$ cat src/source/dcache_pkg.sv
`default_nettype none

package dcache_pkg;

    // bus widths
    parameter int ADDR_W = 32;  // byte address
    parameter int DATA_W = 32;
    parameter int SEL_W  = DATA_W / 8;

    // controller states
    typedef enum logic [2:0] {
        S_IDLE   = 3'd0,  // waiting for cyc/stb
        S_LOOKUP = 3'd1,  // tag compare, hit ack
        S_WBACK  = 3'd2,  // dirty victim out to memory
        S_REFILL = 3'd3,  // line in from memory
        S_DONE   = 3'd4   // finish refilled access
    } cache_state_t;

    // request kind taken from cpu we
    typedef enum logic {
        OP_READ  = 1'b0,
        OP_WRITE = 1'b1
    } cache_op_t;

endpackage

`default_nettype wire
$ cat src/source/dcache_top.sv
`timescale 1ns/100ps
`default_nettype none

module dcache_top
    import dcache_pkg::*;
#(
    parameter int SETS       = 16,
    parameter int LINE_WORDS = 4,
    localparam int IDX_W     = $clog2(SETS),
    localparam int OFF_W     = $clog2(LINE_WORDS),
    localparam int TVD_W     = ADDR_W - IDX_W - OFF_W,  // tag + valid + dirty
    localparam int LINE_W    = LINE_WORDS * DATA_W
) (
    input  wire               clk,
    input  wire               rst,
    input  wire               cpu_cyc_i,
    input  wire               cpu_stb_i,
    input  wire               cpu_we_i,
    input  wire  [ADDR_W-1:0] cpu_adr_i,
    input  wire  [DATA_W-1:0] cpu_dat_i,
    input  wire  [SEL_W-1:0]  cpu_sel_i,
    output wire  [DATA_W-1:0] cpu_dat_o,
    output wire               cpu_ack_o,
    output wire               mem_cyc_o,
    output wire               mem_stb_o,
    output wire               mem_we_o,
    output wire  [ADDR_W-1:0] mem_adr_o,
    output wire  [DATA_W-1:0] mem_dat_o,
    input  wire  [DATA_W-1:0] mem_dat_i,
    input  wire               mem_ack_i
);

    wire [TVD_W-1:0]  tag_rdata0, tag_rdata1, tag_wdata;
    wire [1:0]        tag_wen, data_wen;
    wire [IDX_W-1:0]  tag_index, data_index;
    wire [OFF_W-1:0]  data_word;
    wire [DATA_W-1:0] data_wdata, data_rword0, data_rword1;
    wire [SEL_W-1:0]  data_wmask;
    wire [LINE_W-1:0] data_rline0, data_rline1;

    dcache_ctrl #(.SETS(SETS), .LINE_WORDS(LINE_WORDS)) u_ctrl (
        .clk, .rst,
        .cpu_cyc_i, .cpu_stb_i, .cpu_we_i, .cpu_adr_i, .cpu_dat_i, .cpu_sel_i,
        .cpu_dat_o, .cpu_ack_o,
        .mem_cyc_o, .mem_stb_o, .mem_we_o, .mem_adr_o, .mem_dat_o,
        .mem_dat_i, .mem_ack_i,
        .tag_rdata0_i(tag_rdata0), .tag_rdata1_i(tag_rdata1),
        .tag_wen_o(tag_wen), .tag_index_o(tag_index), .tag_wdata_o(tag_wdata),
        .data_index_o(data_index), .data_word_o(data_word),
        .data_wdata_o(data_wdata), .data_wmask_o(data_wmask), .data_wen_o(data_wen),
        .data_rword0_i(data_rword0), .data_rword1_i(data_rword1),
        .data_rline0_i(data_rline0), .data_rline1_i(data_rline1)
    );

    // way 0
    dcache_tag_array #(.SETS(SETS), .LINE_WORDS(LINE_WORDS)) u_tag0 (
        .clk, .rst, .raddr_i(tag_index), .waddr_i(tag_index),
        .wen_i(tag_wen[0]), .din_i(tag_wdata), .dout_o(tag_rdata0)
    );

    dcache_data_array #(.SETS(SETS), .LINE_WORDS(LINE_WORDS)) u_data0 (
        .clk, .rst, .index_i(data_index), .word_i(data_word), .wen_i(data_wen[0]),
        .wdata_i(data_wdata), .wmask_i(data_wmask),
        .rword_o(data_rword0), .rline_o(data_rline0)
    );

    // way 1
    dcache_tag_array #(.SETS(SETS), .LINE_WORDS(LINE_WORDS)) u_tag1 (
        .clk, .rst, .raddr_i(tag_index), .waddr_i(tag_index),
        .wen_i(tag_wen[1]), .din_i(tag_wdata), .dout_o(tag_rdata1)
    );

    dcache_data_array #(.SETS(SETS), .LINE_WORDS(LINE_WORDS)) u_data1 (
        .clk, .rst, .index_i(data_index), .word_i(data_word), .wen_i(data_wen[1]),
        .wdata_i(data_wdata), .wmask_i(data_wmask),
        .rword_o(data_rword1), .rline_o(data_rline1)
    );

endmodule

`default_nettype wire

$ cat src/source/dcache_ctrl.sv
`timescale 1ns/100ps
`default_nettype none

module dcache_ctrl
    import dcache_pkg::*;
#(
    parameter int SETS       = 16,
    parameter int LINE_WORDS = 4,
    localparam int IDX_W     = $clog2(SETS),
    localparam int OFF_W     = $clog2(LINE_WORDS),
    localparam int TAG_W     = ADDR_W - IDX_W - OFF_W - 2,
    localparam int TVD_W     = TAG_W + 2,
    localparam int LINE_W    = LINE_WORDS * DATA_W
) (
    input  wire               clk,
    input  wire               rst,
    // cpu side wishbone slave
    input  wire               cpu_cyc_i,
    input  wire               cpu_stb_i,
    input  wire               cpu_we_i,
    input  wire  [ADDR_W-1:0] cpu_adr_i,
    input  wire  [DATA_W-1:0] cpu_dat_i,
    input  wire  [SEL_W-1:0]  cpu_sel_i,
    output logic [DATA_W-1:0] cpu_dat_o,
    output logic              cpu_ack_o,
    // memory side wishbone master
    output logic              mem_cyc_o,
    output logic              mem_stb_o,
    output logic              mem_we_o,
    output logic [ADDR_W-1:0] mem_adr_o,
    output logic [DATA_W-1:0] mem_dat_o,
    input  wire  [DATA_W-1:0] mem_dat_i,
    input  wire               mem_ack_i,
    // tag arrays
    input  wire  [TVD_W-1:0]  tag_rdata0_i,
    input  wire  [TVD_W-1:0]  tag_rdata1_i,
    output logic [1:0]        tag_wen_o,
    output logic [IDX_W-1:0]  tag_index_o,
    output logic [TVD_W-1:0]  tag_wdata_o,
    // data arrays
    output logic [IDX_W-1:0]  data_index_o,
    output logic [OFF_W-1:0]  data_word_o,
    output logic [DATA_W-1:0] data_wdata_o,
    output logic [SEL_W-1:0]  data_wmask_o,
    output logic [1:0]        data_wen_o,
    input  wire  [DATA_W-1:0] data_rword0_i,
    input  wire  [DATA_W-1:0] data_rword1_i,
    input  wire  [LINE_W-1:0] data_rline0_i,
    input  wire  [LINE_W-1:0] data_rline1_i
);

    localparam logic [OFF_W-1:0] LAST_WORD = OFF_W'(LINE_WORDS - 1);

    cache_state_t      state_q;
    cache_op_t         op_q;
    logic [ADDR_W-3:0] wadr_q;     // word address of the request
    logic [DATA_W-1:0] wdat_q;
    logic [SEL_W-1:0]  sel_q;
    logic              victim_q;   // way being replaced
    logic [OFF_W-1:0]  cnt_q;      // word within the line on the bus
    logic [SETS-1:0]   ru_q;       // set when way 1 used last

    logic [TAG_W-1:0]  req_tag;
    logic [IDX_W-1:0]  req_idx;
    logic [OFF_W-1:0]  req_word;
    logic              valid0, valid1, dirty0, dirty1;
    logic              hit0, hit1, hit;
    logic              victim, victim_dirty, last_word, rd_way;
    logic              hit_wr, refill_wr, done_wr;
    logic [TAG_W-1:0]  victim_tag;
    logic [LINE_W-1:0] victim_line;

    assign {req_tag, req_idx, req_word} = wadr_q;

    assign valid0 = tag_rdata0_i[1];
    assign dirty0 = tag_rdata0_i[0];
    assign valid1 = tag_rdata1_i[1];
    assign dirty1 = tag_rdata1_i[0];

    // only a valid way can hit
    assign hit0 = valid0 && (tag_rdata0_i[TVD_W-1:2] == req_tag);
    assign hit1 = valid1 && (tag_rdata1_i[TVD_W-1:2] == req_tag);
    assign hit  = hit0 || hit1;

    // empty way first, way 0 preferred; else the one not used last
    assign victim       = !valid0 ? 1'b0 : (!valid1 ? 1'b1 : ~ru_q[req_idx]);
    assign victim_dirty = victim ? (valid1 && dirty1) : (valid0 && dirty0);

    assign victim_tag  = victim_q ? tag_rdata1_i[TVD_W-1:2] : tag_rdata0_i[TVD_W-1:2];
    assign victim_line = victim_q ? data_rline1_i : data_rline0_i;
    assign last_word   = (cnt_q == LAST_WORD);

    // request capture
    always_ff @(posedge clk) begin
        if (state_q == S_IDLE && cpu_cyc_i && cpu_stb_i) begin
            wadr_q <= cpu_adr_i[ADDR_W-1:2];
            wdat_q <= cpu_dat_i;
            sel_q  <= cpu_sel_i;
            op_q   <= cpu_we_i ? OP_WRITE : OP_READ;
        end
    end

    always_ff @(posedge clk) begin
        if (rst) begin
            state_q  <= S_IDLE;
            victim_q <= 1'b0;
            cnt_q    <= '0;
            ru_q     <= '0;
        end else begin
            case (state_q)
                S_IDLE: begin
                    if (cpu_cyc_i && cpu_stb_i) begin
                        state_q <= S_LOOKUP;
                    end
                end
                S_LOOKUP: begin
                    if (hit) begin
                        ru_q[req_idx] <= hit1;
                        state_q       <= S_IDLE;
                    end else begin
                        victim_q <= victim;
                        cnt_q    <= '0;
                        state_q  <= victim_dirty ? S_WBACK : S_REFILL;
                    end
                end
                S_WBACK: begin
                    if (mem_ack_i) begin  // counter waits on ack
                        cnt_q <= last_word ? '0 : cnt_q + 1'b1;
                        if (last_word) begin
                            state_q <= S_REFILL;
                        end
                    end
                end
                S_REFILL: begin
                    if (mem_ack_i) begin
                        cnt_q <= last_word ? '0 : cnt_q + 1'b1;
                        if (last_word) begin
                            state_q <= S_DONE;
                        end
                    end
                end
                S_DONE: begin
                    ru_q[req_idx] <= victim_q;
                    state_q       <= S_IDLE;
                end
                default: state_q <= S_IDLE;
            endcase
        end
    end

    // cyc held over write-back and refill
    assign mem_cyc_o = (state_q == S_WBACK) || (state_q == S_REFILL);
    assign mem_stb_o = mem_cyc_o;
    assign mem_we_o  = (state_q == S_WBACK);
    assign mem_adr_o = {mem_we_o ? victim_tag : req_tag, req_idx, cnt_q, 2'b00};
    assign mem_dat_o = victim_line[cnt_q*DATA_W +: DATA_W];

    // cpu port
    assign rd_way    = (state_q == S_DONE) ? victim_q : hit1;
    assign cpu_dat_o = rd_way ? data_rword1_i : data_rword0_i;
    assign cpu_ack_o = (state_q == S_LOOKUP && hit) || (state_q == S_DONE);

    assign hit_wr    = (state_q == S_LOOKUP) && hit && (op_q == OP_WRITE);
    assign refill_wr = (state_q == S_REFILL) && mem_ack_i;
    assign done_wr   = (state_q == S_DONE) && (op_q == OP_WRITE);

    // store hit sets dirty and refill installs the new tag
    assign tag_index_o = req_idx;
    assign tag_wdata_o = {req_tag, 1'b1, op_q == OP_WRITE};
    always_comb begin
        tag_wen_o = 2'b00;
        if (hit_wr) begin
            tag_wen_o = {hit1, hit0};
        end else if (state_q == S_DONE) begin
            tag_wen_o = {victim_q, ~victim_q};
        end
    end

    assign data_index_o = req_idx;
    assign data_word_o  = (state_q == S_WBACK || state_q == S_REFILL) ? cnt_q : req_word;
    assign data_wdata_o = (state_q == S_REFILL) ? mem_dat_i : wdat_q;
    assign data_wmask_o = (state_q == S_REFILL) ? '1 : sel_q;  // refill writes whole words
    always_comb begin
        data_wen_o = 2'b00;
        if (hit_wr) begin
            data_wen_o = {hit1, hit0};
        end else if (refill_wr || done_wr) begin
            data_wen_o = {victim_q, ~victim_q};
        end
    end

    a_ack_req: assert property (
        @(posedge clk) disable iff (rst)
        cpu_ack_o |-> cpu_cyc_i && cpu_stb_i
    );

    // a tag may live in one way only
    a_one_hit: assert property (
        @(posedge clk) disable iff (rst)
        state_q == S_LOOKUP |-> !(hit0 && hit1)
    );

    a_adr_hold: assert property (
        @(posedge clk) disable iff (rst)
        mem_stb_o && !mem_ack_i |=> $stable(mem_adr_o)
    );

endmodule

`default_nettype wire

$ cat src/source/dcache_data_array.sv
`timescale 1ns/100ps
`default_nettype none

module dcache_data_array
    import dcache_pkg::*;
#(
    parameter int SETS       = 16,
    parameter int LINE_WORDS = 4,
    localparam int IDX_W     = $clog2(SETS),
    localparam int OFF_W     = $clog2(LINE_WORDS),
    localparam int LINE_W    = LINE_WORDS * DATA_W
) (
    input  wire               clk,
    input  wire               rst,
    input  wire  [IDX_W-1:0]  index_i,
    input  wire  [OFF_W-1:0]  word_i,
    input  wire               wen_i,
    input  wire  [DATA_W-1:0] wdata_i,
    input  wire  [SEL_W-1:0]  wmask_i,
    output logic [DATA_W-1:0] rword_o,
    output logic [LINE_W-1:0] rline_o
);

    logic [DATA_W-1:0] mem_q [SETS][LINE_WORDS];

    // byte-masked write of one word
    always_ff @(posedge clk) begin
        if (wen_i && !rst) begin  // nothing lands while in reset
            for (int b = 0; b < SEL_W; b++) begin
                if (wmask_i[b]) begin
                    mem_q[index_i][word_i][8*b +: 8] <= wdata_i[8*b +: 8];
                end
            end
        end
    end

    assign rword_o = mem_q[index_i][word_i];

    // whole line for write-back with word 0 in the low bits
    always_comb begin
        for (int w = 0; w < LINE_WORDS; w++) begin
            rline_o[w*DATA_W +: DATA_W] = mem_q[index_i][w];
        end
    end

endmodule

`default_nettype wire

$ cat src/source/dcache_tag_array.sv
`timescale 1ns/100ps
`default_nettype none

// one way of tag/valid/dirty entries laid out as {tag, valid, dirty}
module dcache_tag_array
    import dcache_pkg::*;
#(
    parameter int SETS       = 16,
    parameter int LINE_WORDS = 4,
    localparam int IDX_W     = $clog2(SETS),
    localparam int TAG_W     = ADDR_W - IDX_W - $clog2(LINE_WORDS) - 2,
    localparam int TVD_W     = TAG_W + 2
) (
    input  wire              clk,
    input  wire              rst,
    input  wire  [IDX_W-1:0] raddr_i,
    input  wire  [IDX_W-1:0] waddr_i,
    input  wire              wen_i,
    input  wire  [TVD_W-1:0] din_i,
    output logic [TVD_W-1:0] dout_o
);

    logic [TAG_W-1:0] tag_q [SETS];
    logic [SETS-1:0]  valid_q;
    logic [SETS-1:0]  dirty_q;

    // tag field of each entry
    always_ff @(posedge clk) begin
        if (wen_i) begin
            tag_q[waddr_i] <= din_i[TVD_W-1:2];
        end
    end

    always_ff @(posedge clk) begin
        if (rst) begin
            valid_q <= '0;
            dirty_q <= '0;
        end else if (wen_i) begin
            valid_q[waddr_i] <= din_i[1];
            dirty_q[waddr_i] <= din_i[0];
        end
    end

    // async read by set
    assign dout_o = {tag_q[raddr_i], valid_q[raddr_i], dirty_q[raddr_i]};

    // a write to an unknown set would corrupt every entry in simulation
    a_waddr_known: assert property (
        @(posedge clk) disable iff (rst)
        wen_i |-> !$isunknown(waddr_i)
    );

endmodule

`default_nettype wire

$ cat config.mk
export PLATFORM = sky130hd
export DESIGN_NAME = dcache_top
export DESIGN_NICKNAME = d
export VERILOG_FILES = /design/src/source/dcache_pkg.sv /design/src/source/dcache_top.sv /design/src/source/dcache_ctrl.sv /design/src/source/dcache_data_array.sv /design/src/source/dcache_tag_array.sv
export SDC_FILE = /design/constraint.sdc
export NUM_CORES = 2
export LEC_CHECK = 0
export BUFFER_PORTS_ARGS = -buffer_cell sky130_fd_sc_hd__buf_4
export CAP_MARGIN = 10
export CORE_MARGIN = 2
export CORE_UTILIZATION = 58
export DETAILED_ROUTE_END_ITERATION = 8
export HOLD_SLACK_MARGIN = 0.12
export PLACE_DENSITY = 0.74
export SYNTH_ARGS = -nofsm -noshare
export SYNTH_HDL_FRONTEND = slang
export SYNTH_MEMORY_MAX_BITS = 65536
export SYNTH_SLANG_ARGS = --single-unit
$ cat constraint.sdc
create_clock -name clk -period 13.32 [get_ports clk]
set_input_delay 2.664 -clock clk [delete_from_list [all_inputs] [get_ports clk]]
set_output_delay 2.664 -clock clk [all_outputs]
set_load 0.1 [all_outputs]
# Yosys cells after proc, flatten, opt, wreduce, memory -nomap -nowiden
# Memory sizes are Yosys's and may differ from the RTL's. A register that Yosys moved wholly into a read port is not among the register bits.
# Index checks and enable logic that the tools add are counted.
[classes]
bitwise_logic = 774
order_cmp = 4
shifts = 1
n_reduce_logical = 28
eq_ne = 15
muxes = 856
addsub = 1
[ops]
columns = ["op", "count"]
rows = [
  ["$mux 128", 9],
  ["$mux 1", 796],
  ["$or 1x1->1", 768],
  ["$demux 32 s2", 4],
  ["$mux 32", 7],
  ["$bmux 32 s2", 2],
  ["$shiftx 128x8->32", 1],
  ["$mux 24", 3],
  ["$bwmux 16", 4],
  ["$eq 24x24->1", 2],
  ["$mux 16", 2],
  ["$or 16x16->16", 2],
  ["$pmux 16 s2", 1],
  ["$bmux 1 s4", 5],
  ["$mux 4", 5],
  ["$mux 3", 6],
  ["$mux 2", 8],
  ["$logic_and 1x1->1", 15],
  ["$pmux 3 s4", 1],
  ["$ne 2x2->1 const B", 5],
  ["$mux 8", 1],
  ["$eq 3x2->1 const B", 2],
  ["$ne 2x1->1 const B", 3],
  ["$lt 4x5->1 const B", 1],
  ["other kinds (19)", 26],
]
[totals]
ff_bits = 153
n_memories = 4
elab_cells = 1695
in_bits = 106
ram_bits = 4864
out_inout_bits = 100
[mem_list]
columns = ["name", "depth", "word_bits", "rd", "rd_ports_with_merged_regs", "wr", "line", "rtl"]
rows = [
  ["u_data0.mem_q", 16, 128, 1, 1, 1, "dcache_data_array.sv:24", "logic [DATA_W-1:0] mem_q [SETS][LINE_WORDS];"],
  ["u_data1.mem_q", 16, 128, 1, 1, 1, "dcache_data_array.sv:24", ""],
  ["u_tag0.tag_q", 16, 24, 1, 1, 1, "dcache_tag_array.sv:23", "logic [TAG_W-1:0] tag_q [SETS];"],
  ["u_tag1.tag_q", 16, 24, 1, 1, 1, "dcache_tag_array.sv:23", ""],
]

# Logic depth before layout (Yosys ltp)
[depth]
depth_word = 13
mapped_depth = 18
ltp_nobuf = 9

# By module
# From an unflattened synthesis, not the netlist that was laid out.
[hier_totals]
cells_unflattened = 9312
hier_area_um2 = 195976.7
[by_module_without_submodules]
columns = ["module", "seq_area_each_um2", "n_inst", "cells_per_inst", "area_each_um2"]
rows = [
  ["dcache_data_array at u_data1", 61499.0, 1, 3566, 78440.2],
  ["dcache_data_array at u_data0", 61499.0, 1, 3566, 78245.0],
  ["dcache_tag_array", 12171.7, 2, 786, 15961.6],
  ["dcache_ctrl", 2452.4, 1, 608, 7368.3],
]

# Worst setup path before layout
# OpenSTA, ideal clock, no wires.
[synth_timing]
path_kind = "input to register"
from = "in cpu_stb_i"
to = "reg with a tool-made name"
setup_time_ps = 92
cell_stages = 3
t_arrival_ps = 10373
required_ps = 13228
path_slack_ps = 2855
path_buffers = 0
cell_sequence = "nand2_1 -> nor4_1 -> mux2_2"
[synth_lines]
columns = ["element", "line", "rtl"]
rows = [
  ["start, declared", "dcache_top.sv:17", "input wire cpu_stb_i,"],
]

==> summary.md <==
| Metric | Value |
|---|---|
| Drt first pass iters | 6 |
| Final Max Tran Viols | 0 |
| Antenna Violating Nets Remaining | 0 |
| Number of buffers and inverters on the critical path | 5 |
| RSZ-0062 raised after global routing | false |
| Initial Util | 58.20% |
| Post-CTS Setup Inserts | 0 |
| #FFs+latches synth | 5021 |
| Largest net degree at the start of global routing | 144 |
| Fin crit share | 78.70% |
| Gate count of the mapped netlist | 9466 |
| DR DRC count | 0 |
| VDD IR max | 0.1607 mV |
| Initial antenna violation count | 32 |
| Cell variety after synth | 84 |
| First-pass GRT wire length | 739500 um |
| Vias/cell | 6.889 |
| Hpwl dp | 307800 um |
| Slew headroom | 7.057% |
| Max cap viols | 0 |
| Post-synth EDFFs | 4931 |
| Critical Path RT | 10660 ps |
| Drt total wl | 519900 um |
| TritonCTS Sinks | 5021 |
| Critical path's slowest cell | o21ai_0 |
| # IOs | 206 |
| Critical path, cell by cell | buf_12 > inv_4 > mux2_2 > mux2i_1 > o22ai_1 > or4_1 > nor4_1 > a31oi_4 > buf_4 > buf_4 > o21ai_0 > buf_4 |
| Hold Crit Class | reg2reg |
| CTS tree | yes |
| Area Overhead vs Synth | 11.16% |
| Power per Cell Area | 167.6 mW/mm2 |
| Die footprint | 0.3483 mm2 |
| Std-Cell Core Area | 0.3424 mm2 |
| Via count | 101500 |
| Level count of the clock H-tree | 5 |
| GRT Util Overall | 29.93% |
| Fin Setup TNS | 0 ps |
| # rows | 215 |
| Final Hold Fails | 0 |
| CTS Buffer Depth | 4 |
| CP dominant cell by count | buf_4 |
| Avg WL per Cell | 35.29 um |
| Clock-pin slew on the worst setup and hold paths | 60 ps |
| Gates resized, CTS repair | 0 |
| Die Span Y | 590.2 um |
| Area after DPL | 0.2058 mm2 |
| Setup Skew | 100.0 ps |
| Asr flop ratio synth | 0% |
| Syn Std Cell Area | 0.1993 mm2 |
| CP top delay family | buffers and inverters |
| Layout filler cell count | 21560 |
| CTS Hold Buffers Added | 0 |
| Yosys warns | 0 |
| CP max FO | 113 |
| Die Width | 590.2 um |
| R2R Setup Slk | 6110 ps |
| Latest clock arrival within the worst-skew pair | 1040 ps |
| Grt total ovfl | 0 |
| Root buffer cell | clkbuf_16 |
| Final RePlAce weighted congestion | 0.9014 |
| Initial DRC Count | 16090 |
| Vias in the first global route | 100400 |
| Post-route cell area | 0.2216 mm2 |
| Final setup vio count | 0 |
| Layout cell share with drive strength beyond 1 | 27.99% |
| TritonCTS buffer count | 473 |
| WHS | 447.9 ps |
| P_leak | 69.63 nW |
| Max Freq | 95.39 MHz |
| Post-layout minimum cycle time | 10480 ps |
| Crit path largest cell delay | 1040 ps |
| Mean post-synth cell area | 21.06 um2 |
| Worst EP arrival | 7820 ps |
| # port buffers | 201 |
| Register area share after synthesis | 75.20% |
| Worst Max-Slew Pin Slew | 1383 ps |
| Critical path type | reg2out |
| CP endpoint kind | output pin |
| Final #Nets | 9857 |
| Status | completed |
| CP Launch Type | register |
| Post-synth top flop | edfxtp_1 |
==> logic make-up after synthesis <==
kind of cell | after synthesis | share of synthesized area, %
AND/OR/NAND/NOR | 1558 | 3.392
AO/OA/AOI/OAI | 418 | 1.431
XOR/XNOR | 39 | 0.1714
adder cells (fa/ha/maj) | 1 | 0.006277
other | 1 | 0.001882
flip-flops | 5021 | 75.20
multiplexers | 1764 | 18.27
buffers and inverters | 664 | 1.527
==> routing by layer <==
metal  vias up  GRT usage [%]  part of all wire [%]
met4        30          12.46                   4.5
met5         -              0                 0.034
met2      7212          46.37                    48
met1     53330          41.45                    36
met3      1135          7.238                    12
li1      39790              -                     -
==> report_power, final <==
part	internal [mW]	leakage, nW	switching (mW)
logic	1.81	17.0	3.86
registers	17.7	45.0	0.0496
clock network	7.75	7.60	5.91
==> final timing paths <==
| path | from | to | cells after the start |
|---|---|---|---|
| worst min-delay path | u_tag0.valid_q[6] | u_tag0.valid_q[6] | 2 |
| worst max-delay path | register | cpu_dat_o[28] | 12 |
| worst min register to register | u_tag0.valid_q[6] | u_tag0.valid_q[6] | 2 |
| worst max register to register | register | u_data0.mem_q[15][103] | 12 |
==> worst min-delay path: stages (launching register included) <==
cell and delay (ps):
dfxtp_1 310, inv_1 50, a21oi_1 50
==> flip-flops by register name, indices dropped and copies added (netlist names), named ones only <==
name / count
u_ctrl.ru_q: 16
u_ctrl.cnt_q: 2
u_data1.mem_q: 2048
u_ctrl.victim_q: 1
u_tag0.valid_q: 16
u_data0.mem_q: 2048
u_ctrl.sel_q: 4
u_tag1.dirty_q: 16
u_tag1.tag_q: 384
u_tag0.tag_q: 384
u_ctrl.wadr_q: 30
u_tag0.dirty_q: 16
u_tag1.valid_q: 16
u_ctrl.wdat_q: 32
u_ctrl.state_q: 3
u_ctrl.op_q: 1
==> area by class of cell <==
type | instances | area [um2] | share of cell area [%]
sequential | 5021 | 149900 | 67.66
multi-input combinational | 3782 | 46740 | 21.10
clock buffer | 563 | 12330 | 5.567
tap | 4557 | 5702 | 2.574
clock inverter | 311 | 3307 | 1.493
timing repair buffer | 403 | 3233 | 1.459
inverter | 69 | 271.5 | 0.1225
antenna | 27 | 67.56 | 0.03050
==> metrics by stage <==
step / power [mW] / util (%) / std cells / worst slack [ps]
2_1_floorplan: 21.76 / - / 9467 / 2855
3_3_place_gp: 23.63 / 60.10 / 13830 / 4025
3_5_place_dp: 23.74 / 60.10 / 13830 / 3969
4_1_cts: 37.18 / 64.66 / 14700 / 2872
5_1_grt: 37.98 / 64.68 / 14710 / 2779
6_report: 37.13 / 64.70 / 14730 / 2837
==> cell usage in the layout, fill, tap and decap left out, drive strengths merged, types with 7 or more instances in the layout <==
master	count
o32ai	20
mux2i	160
xnor2	24
nor4	13
bufinv	59
nand2b	17
clkinvlp	24
a311oi	14
mux2	116
nand4	11
xor2	15
clkinv	218
buf	403
a22oi	23
o22ai	17
nor2b	16
inv	79
edfxtp	4931
o2111ai	7
o21bai	17
a31oi	106
nand2	637
dfxtp	90
nor3	29
a21oi	55
and2	9
a31o	8
diode	27
o21ai	59
o211ai	13
o31ai	8
nor2	606
and3	86
or2	8
clkbuf	563
a22o	14
nand3	103
mux4	1488
a21o	9
==> Yosys cell counts (all sizes together), types with 5 or more instances <==
master | number | share of area (%)
a211oi | 6 | 0.023
o211ai | 13 | 0.049
a31o | 8 | 0.035
xnor2 | 24 | 0.11
o21bai | 17 | 0.064
o22ai | 17 | 0.053
a311oi | 14 | 0.062
mux4 | 1488 | 17
a221oi | 6 | 0.030
nand2b | 17 | 0.053
o2111ai | 7 | 0.031
inv | 67 | 0.13
a211o | 5 | 0.022
a22o | 14 | 0.062
nor4 | 13 | 0.051
mux2i | 160 | 0.80
a22oi | 23 | 0.087
o31ai | 8 | 0.037
nor2 | 606 | 1.2
buf | 243 | 0.73
clkbuf | 352 | 0.66
o32ai | 20 | 0.088
xor2 | 15 | 0.066
and2 | 9 | 0.028
nand3 | 103 | 0.26
mux2 | 116 | 0.66
o21a | 6 | 0.023
or2 | 8 | 0.025
nand4 | 11 | 0.038
dfxtp | 90 | 0.90
a31oi | 106 | 0.33
nand2 | 637 | 1.2
or4 | 6 | 0.023
nor3b | 5 | 0.021
nor2b | 16 | 0.050
edfxtp | 4931 | 74
o21ai | 59 | 0.15
a21o | 9 | 0.034
nor3 | 29 | 0.073
a21oi | 55 | 0.14
and3 | 86 | 0.27
Power figures use the tool's default switching activity.
